### config.mk
export PLATFORM = sky130hd
export DESIGN_NAME = lsu_core
export DESIGN_NICKNAME = d
export VERILOG_FILES = /design/src/lsu_pkg.sv /design/src/lsu_push_if.sv /design/src/lsu_request.sv /design/src/lsu_wb_queue.sv /design/src/load_byte_lane.sv /design/src/lsu_core.sv
export SDC_FILE = /design/constraint.sdc
export NUM_CORES = 1
export LEC_CHECK = 0
export BUFFER_PORTS_ARGS = -buffer_cell sky130_fd_sc_hd__buf_2
export CAP_MARGIN = 20
export CORE_MARGIN = 3
export CORE_UTILIZATION = 47
export CTS_CLUSTER_SIZE = 40
export DETAILED_ROUTE_END_ITERATION = 12
export PLACE_DENSITY = 0.83
export SLEW_MARGIN = 30
export SYNTH_ARGS = -nofsm -noshare
export SYNTH_HDL_FRONTEND = slang
export SYNTH_HIERARCHICAL = 1
export SYNTH_SLANG_ARGS = --single-unit
### constraint.sdc
create_clock -name clk -period 4 [get_ports clk]
set_input_delay 0.4 -clock clk [delete_from_list [all_inputs] [get_ports clk]]
set_output_delay 0.4 -clock clk [all_outputs]
set_load 0.005 [all_outputs]
### src/lsu_pkg.sv
// shared widths, access size encoding and the outstanding access entry
package lsu_pkg;

  //////////////////////////////////////////////////////////////////////
  // widths
  //////////////////////////////////////////////////////////////////////

  localparam int XLEN  = 32;        // data and address width
  localparam int BE_W  = XLEN / 8;  // one enable per byte lane
  localparam int OFF_W = 2;         // byte offset inside a word

  //////////////////////////////////////////////////////////////////////
  // access size
  //////////////////////////////////////////////////////////////////////

  // 00 word, 01 half, 1x byte (2'b11 also decodes as byte)
  typedef enum logic [1:0] {
    LSU_WORD = 2'b00,
    LSU_HALF = 2'b01,
    LSU_BYTE = 2'b10
  } lsu_type_e;

  //////////////////////////////////////////////////////////////////////
  // outstanding access control, one per granted request
  //////////////////////////////////////////////////////////////////////

  typedef struct packed {
    lsu_type_e        dtype;     // size of the access
    logic [OFF_W-1:0] offset;    // addr[1:0] at issue, used to align rdata
    logic             sign_ext;  // sign extend loaded half/byte
    logic             we;        // store, response carries no load data
  } lsu_entry_t;

endpackage

### src/lsu_push_if.sv
// issue handshake from the request stage into the outstanding queue
`timescale 1ns/1ps

interface lsu_push_if;

  logic                valid;     // aligned request on the bus this cycle
  lsu_pkg::lsu_entry_t entry;     // control of that request
  logic                accepted;  // valid and granted, queue pushes entry
  logic                ready;     // queue still has a free slot

  // request side presents the access
  modport req (
    output valid,
    output entry,
    output accepted,
    input  ready
  );

  // queue side stores it and reports space
  modport queue (
    input  valid,
    input  entry,
    input  accepted,
    output ready
  );

endinterface

### src/lsu_request.sv
// address generation, alignment check, byte enables, store data rotation, bus request
`timescale 1ns/1ps

module lsu_request (
  input  logic                          data_req_ex_i,      // ex stage wants a transfer
  input  logic                          data_we_ex_i,       // store when high
  input  logic                          addr_useincr_ex_i,  // a + b, else a alone
  input  logic                          sign_ext_ex_i,
  input  lsu_pkg::lsu_type_e            data_type_ex_i,
  input  logic [lsu_pkg::XLEN-1:0]      operand_a_ex_i,
  input  logic [lsu_pkg::XLEN-1:0]      operand_b_ex_i,
  input  logic [lsu_pkg::XLEN-1:0]      data_wdata_ex_i,
  input  logic                          data_gnt_i,
  output logic                          data_req_o,
  output logic                          data_we_o,
  output logic                          misaligned_o,       // pipeline traps on this
  output logic [lsu_pkg::XLEN-1:0]      data_addr_o,
  output logic [lsu_pkg::XLEN-1:0]      data_wdata_o,
  output logic [lsu_pkg::BE_W-1:0]      data_be_o,
  lsu_push_if.req                       push
);

  logic [lsu_pkg::XLEN-1:0]  addr;       // effective address
  logic [lsu_pkg::OFF_W-1:0] offset;     // byte position inside the word
  logic [lsu_pkg::BE_W-1:0]  be_base;    // enables before the shift by offset

  //////////////////////////////////////////////////////////////////////
  // address and alignment
  //////////////////////////////////////////////////////////////////////

  assign addr   = addr_useincr_ex_i ? (operand_a_ex_i + operand_b_ex_i) : operand_a_ex_i;
  assign offset = addr[lsu_pkg::OFF_W-1:0];

  // word needs offset 0, half must not cross the word at offset 3
  always_comb begin
    misaligned_o = 1'b0;
    if (data_req_ex_i) begin
      case (data_type_ex_i)
        lsu_pkg::LSU_WORD: misaligned_o = (offset != 2'b00);
        lsu_pkg::LSU_HALF: misaligned_o = (offset == 2'b11);
        default:           misaligned_o = 1'b0;  // bytes always fit
      endcase
    end
  end

  //////////////////////////////////////////////////////////////////////
  // byte enables and store data
  //////////////////////////////////////////////////////////////////////

  always_comb begin
    case (data_type_ex_i)
      lsu_pkg::LSU_WORD: be_base = 4'b1111;
      lsu_pkg::LSU_HALF: be_base = 4'b0011;
      default:           be_base = 4'b0001;  // 10 and 11 are byte
    endcase
  end

  assign data_be_o = be_base << offset;  // move enables up to the addressed lane

  // rotate left so that the low byte of the register lands on lane offset
  always_comb begin
    case (offset)
      2'b00: data_wdata_o = data_wdata_ex_i;
      2'b01: data_wdata_o = {data_wdata_ex_i[23:0], data_wdata_ex_i[31:24]};
      2'b10: data_wdata_o = {data_wdata_ex_i[15:0], data_wdata_ex_i[31:16]};
      default: data_wdata_o = {data_wdata_ex_i[7:0], data_wdata_ex_i[31:8]};
    endcase
  end

  //////////////////////////////////////////////////////////////////////
  // bus request and queue entry
  //////////////////////////////////////////////////////////////////////

  // only aligned accesses with a free queue slot go out
  assign push.valid    = data_req_ex_i & ~misaligned_o & push.ready;
  assign push.accepted = push.valid & data_gnt_i;  // grant closes the address phase

  assign push.entry.dtype    = data_type_ex_i;
  assign push.entry.offset   = offset;
  assign push.entry.sign_ext = sign_ext_ex_i;
  assign push.entry.we       = data_we_ex_i;

  assign data_req_o  = push.valid;     // held with stable payload until grant
  assign data_addr_o = addr;
  assign data_we_o   = data_we_ex_i;

endmodule

### src/lsu_wb_queue.sv
// in-order queue of outstanding access control with counter, ready and busy logic
`timescale 1ns/1ps

module lsu_wb_queue #(
  parameter int DEPTH = 2  // max accesses in flight
) (
  input  logic                clk,
  input  logic                rst_n,
  input  logic                data_req_ex_i,   // aligned request from ex
  input  logic                data_rvalid_i,   // response pops the head
  output lsu_pkg::lsu_entry_t head_o,          // oldest outstanding access
  output logic                lsu_ready_ex_o,
  output logic                lsu_ready_wb_o,
  output logic                busy_o,
  lsu_push_if.queue           push
);

  localparam int PTR_W = (DEPTH > 1) ? $clog2(DEPTH) : 1;
  localparam int CNT_W = $clog2(DEPTH + 1);

  lsu_pkg::lsu_entry_t mem_q [DEPTH];  // entry storage
  logic [PTR_W-1:0]    wr_ptr_q;
  logic [PTR_W-1:0]    rd_ptr_q;
  logic [CNT_W-1:0]    cnt_q;          // granted but not yet answered
  logic                empty;
  logic                full;

  // circular increment, DEPTH need not be a power of two
  function automatic logic [PTR_W-1:0] ptr_inc(input logic [PTR_W-1:0] ptr);
    if (ptr == PTR_W'(DEPTH - 1)) begin
      return '0;
    end
    return ptr + 1'b1;
  endfunction

  //////////////////////////////////////////////////////////////////////
  // pointers and occupancy
  //////////////////////////////////////////////////////////////////////

  always_ff @(posedge clk or negedge rst_n) begin
    if (!rst_n) begin
      wr_ptr_q <= '0;
      rd_ptr_q <= '0;
      cnt_q    <= '0;
    end else begin
      if (push.accepted) wr_ptr_q <= ptr_inc(wr_ptr_q);
      if (data_rvalid_i) rd_ptr_q <= ptr_inc(rd_ptr_q);
      case ({push.accepted, data_rvalid_i})
        2'b10:   cnt_q <= cnt_q + 1'b1;
        2'b01:   cnt_q <= cnt_q - 1'b1;
        default: cnt_q <= cnt_q;  // none, or push and pop together
      endcase
    end
  end

  // payload only, written on grant
  always_ff @(posedge clk) begin
    if (push.accepted) mem_q[wr_ptr_q] <= push.entry;
  end

  assign head_o = mem_q[rd_ptr_q];  // valid while cnt_q != 0

  //////////////////////////////////////////////////////////////////////
  // status
  //////////////////////////////////////////////////////////////////////

  assign empty      = (cnt_q == '0);
  assign full       = (cnt_q == CNT_W'(DEPTH));
  assign push.ready = ~full;

  assign busy_o         = ~empty | push.valid;         // in flight or about to be
  assign lsu_ready_wb_o = empty ? 1'b1 : data_rvalid_i;

  // ex may only advance once wb can move in lock step
  always_comb begin
    if (!data_req_ex_i) begin
      lsu_ready_ex_o = 1'b1;
    end else if (empty) begin
      lsu_ready_ex_o = push.accepted;                  // grant alone
    end else if (full) begin
      lsu_ready_ex_o = data_rvalid_i;                  // already issued, wait for wb
    end else begin
      lsu_ready_ex_o = data_rvalid_i & push.accepted;
    end
  end

endmodule

### src/load_byte_lane.sv
// one byte of the load result, picked from returned data or filled with extension
`timescale 1ns/1ps

module load_byte_lane #(
  parameter int LANE = 0  // result byte this instance drives, 0 to 3
) (
  input  logic [lsu_pkg::XLEN-1:0] rdata_i,  // raw bus read data
  input  lsu_pkg::lsu_entry_t      head_i,   // control of the answered access
  output logic [7:0]               byte_o
);

  logic [lsu_pkg::OFF_W-1:0] src_idx;   // source byte in rdata
  logic [lsu_pkg::OFF_W-1:0] msb_idx;   // byte holding the loaded sign bit
  logic                      use_src;   // lane lies inside the loaded value
  logic [7:0]                src_byte;
  logic                      top_bit;
  logic [7:0]                ext_byte;

  always_comb begin
    case (head_i.dtype)
      lsu_pkg::LSU_WORD: begin
        use_src = 1'b1;
        src_idx = lsu_pkg::OFF_W'(LANE);  // words are aligned, straight through
        msb_idx = 2'd3;
      end
      lsu_pkg::LSU_HALF: begin
        use_src = (LANE < 2);
        src_idx = head_i.offset + lsu_pkg::OFF_W'(LANE);
        msb_idx = head_i.offset + 2'd1;   // upper byte of the half
      end
      default: begin                      // byte
        use_src = (LANE == 0);
        src_idx = head_i.offset;
        msb_idx = head_i.offset;
      end
    endcase
  end

  assign src_byte = rdata_i[{src_idx, 3'b000} +: 8];
  assign top_bit  = rdata_i[{msb_idx, 3'b111}];
  assign ext_byte = {8{head_i.sign_ext & top_bit}};  // zero unless signed and negative

  assign byte_o = use_src ? src_byte : ext_byte;

endmodule

### src/lsu_core.sv
// load/store unit top level: request stage, outstanding queue and load byte lanes
`timescale 1ns/1ps

module lsu_core #(
  parameter int DEPTH = 2  // outstanding bus transactions
) (
  input  logic                          clk,
  input  logic                          rst_n,

  // execute stage
  input  logic                          data_req_ex_i,
  input  logic                          data_we_ex_i,
  input  lsu_pkg::lsu_type_e            data_type_ex_i,
  input  logic                          addr_useincr_ex_i,
  input  logic                          sign_ext_ex_i,
  input  logic [lsu_pkg::XLEN-1:0]      operand_a_ex_i,
  input  logic [lsu_pkg::XLEN-1:0]      operand_b_ex_i,
  input  logic [lsu_pkg::XLEN-1:0]      data_wdata_ex_i,
  output logic [lsu_pkg::XLEN-1:0]      data_rdata_ex_o,   // valid with data_rvalid_i
  output logic                          misaligned_o,
  output logic                          lsu_ready_ex_o,
  output logic                          lsu_ready_wb_o,
  output logic                          busy_o,

  // data bus
  output logic                          data_req_o,
  input  logic                          data_gnt_i,
  input  logic                          data_rvalid_i,
  output logic [lsu_pkg::XLEN-1:0]      data_addr_o,
  output logic                          data_we_o,
  output logic [lsu_pkg::BE_W-1:0]      data_be_o,
  output logic [lsu_pkg::XLEN-1:0]      data_wdata_o,
  input  logic [lsu_pkg::XLEN-1:0]      data_rdata_i
);

  lsu_pkg::lsu_entry_t head;  // control of the access being answered

  lsu_push_if push ();

  ////////////////////////////////////////////////////////////////////////
  // request stage
  ////////////////////////////////////////////////////////////////////////

  lsu_request u_request (
    .data_req_ex_i     (data_req_ex_i),
    .data_we_ex_i      (data_we_ex_i),
    .addr_useincr_ex_i (addr_useincr_ex_i),
    .sign_ext_ex_i     (sign_ext_ex_i),
    .data_type_ex_i    (data_type_ex_i),
    .operand_a_ex_i    (operand_a_ex_i),
    .operand_b_ex_i    (operand_b_ex_i),
    .data_wdata_ex_i   (data_wdata_ex_i),
    .data_gnt_i        (data_gnt_i),
    .data_req_o        (data_req_o),
    .data_we_o         (data_we_o),
    .misaligned_o      (misaligned_o),
    .data_addr_o       (data_addr_o),
    .data_wdata_o      (data_wdata_o),
    .data_be_o         (data_be_o),
    .push              (push.req)
  );

  ////////////////////////////////////////////////////////////////////////
  // outstanding queue, a misaligned request counts as no request here
  ////////////////////////////////////////////////////////////////////////

  lsu_wb_queue #(
    .DEPTH (DEPTH)
  ) u_wb_queue (
    .clk            (clk),
    .rst_n          (rst_n),
    .data_req_ex_i  (data_req_ex_i & ~misaligned_o),  // trap path sees ready at once
    .data_rvalid_i  (data_rvalid_i),
    .head_o         (head),
    .lsu_ready_ex_o (lsu_ready_ex_o),
    .lsu_ready_wb_o (lsu_ready_wb_o),
    .busy_o         (busy_o),
    .push           (push.queue)
  );

  ////////////////////////////////////////////////////////////////////////
  // load alignment and extension, one lane per result byte
  ////////////////////////////////////////////////////////////////////////

  for (genvar i = 0; i < lsu_pkg::BE_W; i++) begin : g_lane
    load_byte_lane #(
      .LANE (i)
    ) u_lane (
      .rdata_i (data_rdata_i),
      .head_i  (head),
      .byte_o  (data_rdata_ex_o[8*i +: 8])
    );
  end

endmodule

==> run_results.csv <==
group,metric,value,unit
status,status,"finished clean",
finish,postLayoutCoreUtil,0.623,
floorplan,fp.dieW,104,um
placement,hpwl,12900,um
finish,final_common_cell,"buf_2",
sta,setup_viol,0,
setup_path,criticalPathCategory,"in -> out",
drt,routed_wl,15500,um
setup_path,max_stage_delay,0.40,ns
placement,io_buffers,241,
sta,rsz0062_at_grt,"false",
floorplan,core,0.00928,sq mm
clock_tree,post_cts_buffers,0,
clock_tree,cts_sinks,14,
setup_path,worstPathArrival,3.22,ns
pwr,ir_drop,155,uV
hold_path,hold_path_class,"in -> reg",
sta,finalCritPeriodShare,0.905,
drt,drc_errors,0,
floorplan,die_h,104,um
placement,pre_cts_slack,0.426,ns
clock_tree,clkTransAtPathRegs,0.05,ns
setup_path,crit_required,3.60,ns
setup_path,cp-end-kind,"output port",
yosys,syn_area,0.00452,sq mm
setup_path,crit_fanout,3,
drt,wl_per_cell,17.0,um
sta,finClkSkew,0.00361,ns
drt,vias,5388,
pwr,cellPowerDensity,334,mW/mm^2
sta,finalSetupTns,0,ns
drt,drtIter0Drc,315,
sta,relSlewSlack,0.404,
placement,place_area,0.00573,sq mm
global_route,track_usage,0.267,
sta,hold_violations,0,
setup_path,path_buf_inv,3,
floorplan,rows,35,
pwr,power.total,1.93,mW
yosys,syn_nets,734,
setup_path,path_delay_family,"compound AO/OA/AOI/OAI gates",
finish,areaGrowthSynthToFinish,28.0,%
global_route,grt_overflow,0,
clock_tree,clk_latency,0.24,ns
sta,fin_ws,0.380,ns
clock_tree,cts_tree,"done",
clock_tree,htree_levels,1,
finish,final_area,0.00578,sq mm
clock_tree,root_buffer,"clkbuf_8",
floorplan,initial_core_util,0.486,
clock_tree,clock_path_buffers,2,
pwr,p_leak,2.97,nW
drt,drt-pass1-iter-count,5,
sta,period_needed,3.62,ns
finish,multiInputGateArea,0.00386,sq mm
setup_path,cpMaxStageDelayCell,"fa_1",
global_route,grt_max_degree,45,
sta,fmax,276,MHz
global_route,grt_pass1_wl,24800,um
yosys,syn_inst,562,
yosys,yosys_warnings,6,
drt,vias_per_cell,5.93,
flow_run,maxCapViolations,0,
floorplan,ios,244,
sta,slew_viol_final,0,
finish,layout_common_cells,"buf_2 (241), mux2i_1 (78), nand2_1 (53), nor2_1 (40), a21oi_1 (40)",
finish,fillers,871,
setup_path,worst_setup_path_start_kind,"input pin",
drt,ant_nets,0,
clock_tree,cts_buffers,3,
setup_path,cp_cell_sequence,"buf_2 -> ha_1 -> inv_1 -> fa_1 -> and2b_1 -> o211ai_2 -> a2111oi_4 -> o311ai_2 -> a211o_1 -> a21oi_2 -> xor2_1 -> mux2_2 -> buf_2",
finish,regArea,400,sq um
global_route,antenna_found_initial,0,
placement,gp_congestion,0.937,
global_route,grt_pass1_vias,5225,
setup_path,crit_top_cell,"buf_2",
yosys,avgSynthCellArea,8.03,sq um
finish,nets,953,
sta,worst-slew-pin-transition,0.894,ns
finish,antenna_cells,0,
floorplan,die_area,0.0108,sq mm
finish,drive_above_1_share,0.391,
-- flip-flops by register name, indices dropped and copies added, names as in the netlist --
signal and count:
u_wb_queue/cnt_q 2, u_wb_queue/mem_q 10, u_wb_queue/rd_ptr_q 1, u_wb_queue/wr_ptr_q 1
-- timing repair --
action / 4_1_cts / 5_1_grt
hold endpoints to repair: 4 / 0
resized for setup: 0 / 0
hold buffers: 1 / 0
-- power breakdown --
group          switching (mW)  leakage, nW  total (mW)  internal, mW
Combinational           0.867         2.81        1.59         0.723
Clock                  0.0434       0.0228       0.114        0.0701
Sequential             0.0377        0.138       0.227         0.190
Total                   0.948         2.97        1.93         0.983
-- per-stage QoR --
step	std cells	hold slack, ns
floorplan	562	0.104
global placement	904	0.207
detailed placement	904	0.208
CTS	909	0.369
global route	909	0.376
finish	909	0.370
-- area by class of cell --
cell class,count,share of cell area
multi-input cells,500,0.668
clock buffers,4,0.00779
inverters,15,0.00974
repair buffers,247,0.217
well taps,129,0.0279
flip-flops and latches,14,0.0693
-- worst paths after layout --
kind | start | to | slack [ns] | cells past startpoint
min reg2reg | u_wb_queue/wr_ptr_q$_DFFE_PN0P_ | u_wb_queue/wr_ptr_q$_DFFE_PN0P_ | 0.52 | 1
max | operand_a_ex_i[0] | data_addr_o[26] | 0.38 | 13
min | sign_ext_ex_i | u_wb_queue/mem_q[0][1]$_DFFE_PP_ | 0.37 | 1
max reg2reg | u_wb_queue/cnt_q[0]$_DFFE_PN0P_ | u_wb_queue/mem_q[0][4]$_DFFE_PP_ | 2.18 | 5
max in group asynchronous | rst_n | u_wb_queue/cnt_q[1]$_DFFE_PN0P_ | 3.37 | 2
min in group asynchronous | rst_n | u_wb_queue/rd_ptr_q$_DFFE_PN0P_ | 0.52 | 2
-- per-layer routing --
layer  routed length (um)  track usage  vias up
met5                    0            0        -
met4                  316       0.0712        0
met3                 1170       0.0323       25
met2                 7940        0.496      299
met1                 6040        0.324     2487
li1                     -            -     2577
-- worst reg2reg max path: stages (launching register included) --
cell     delay, ns
dfrtp_1       0.46
or2b_1        0.14
o211a_1       0.17
and2_1        0.22
inv_1         0.09
nor2_1        0.39
No activity file was read; power rests on OpenSTA's default activity.
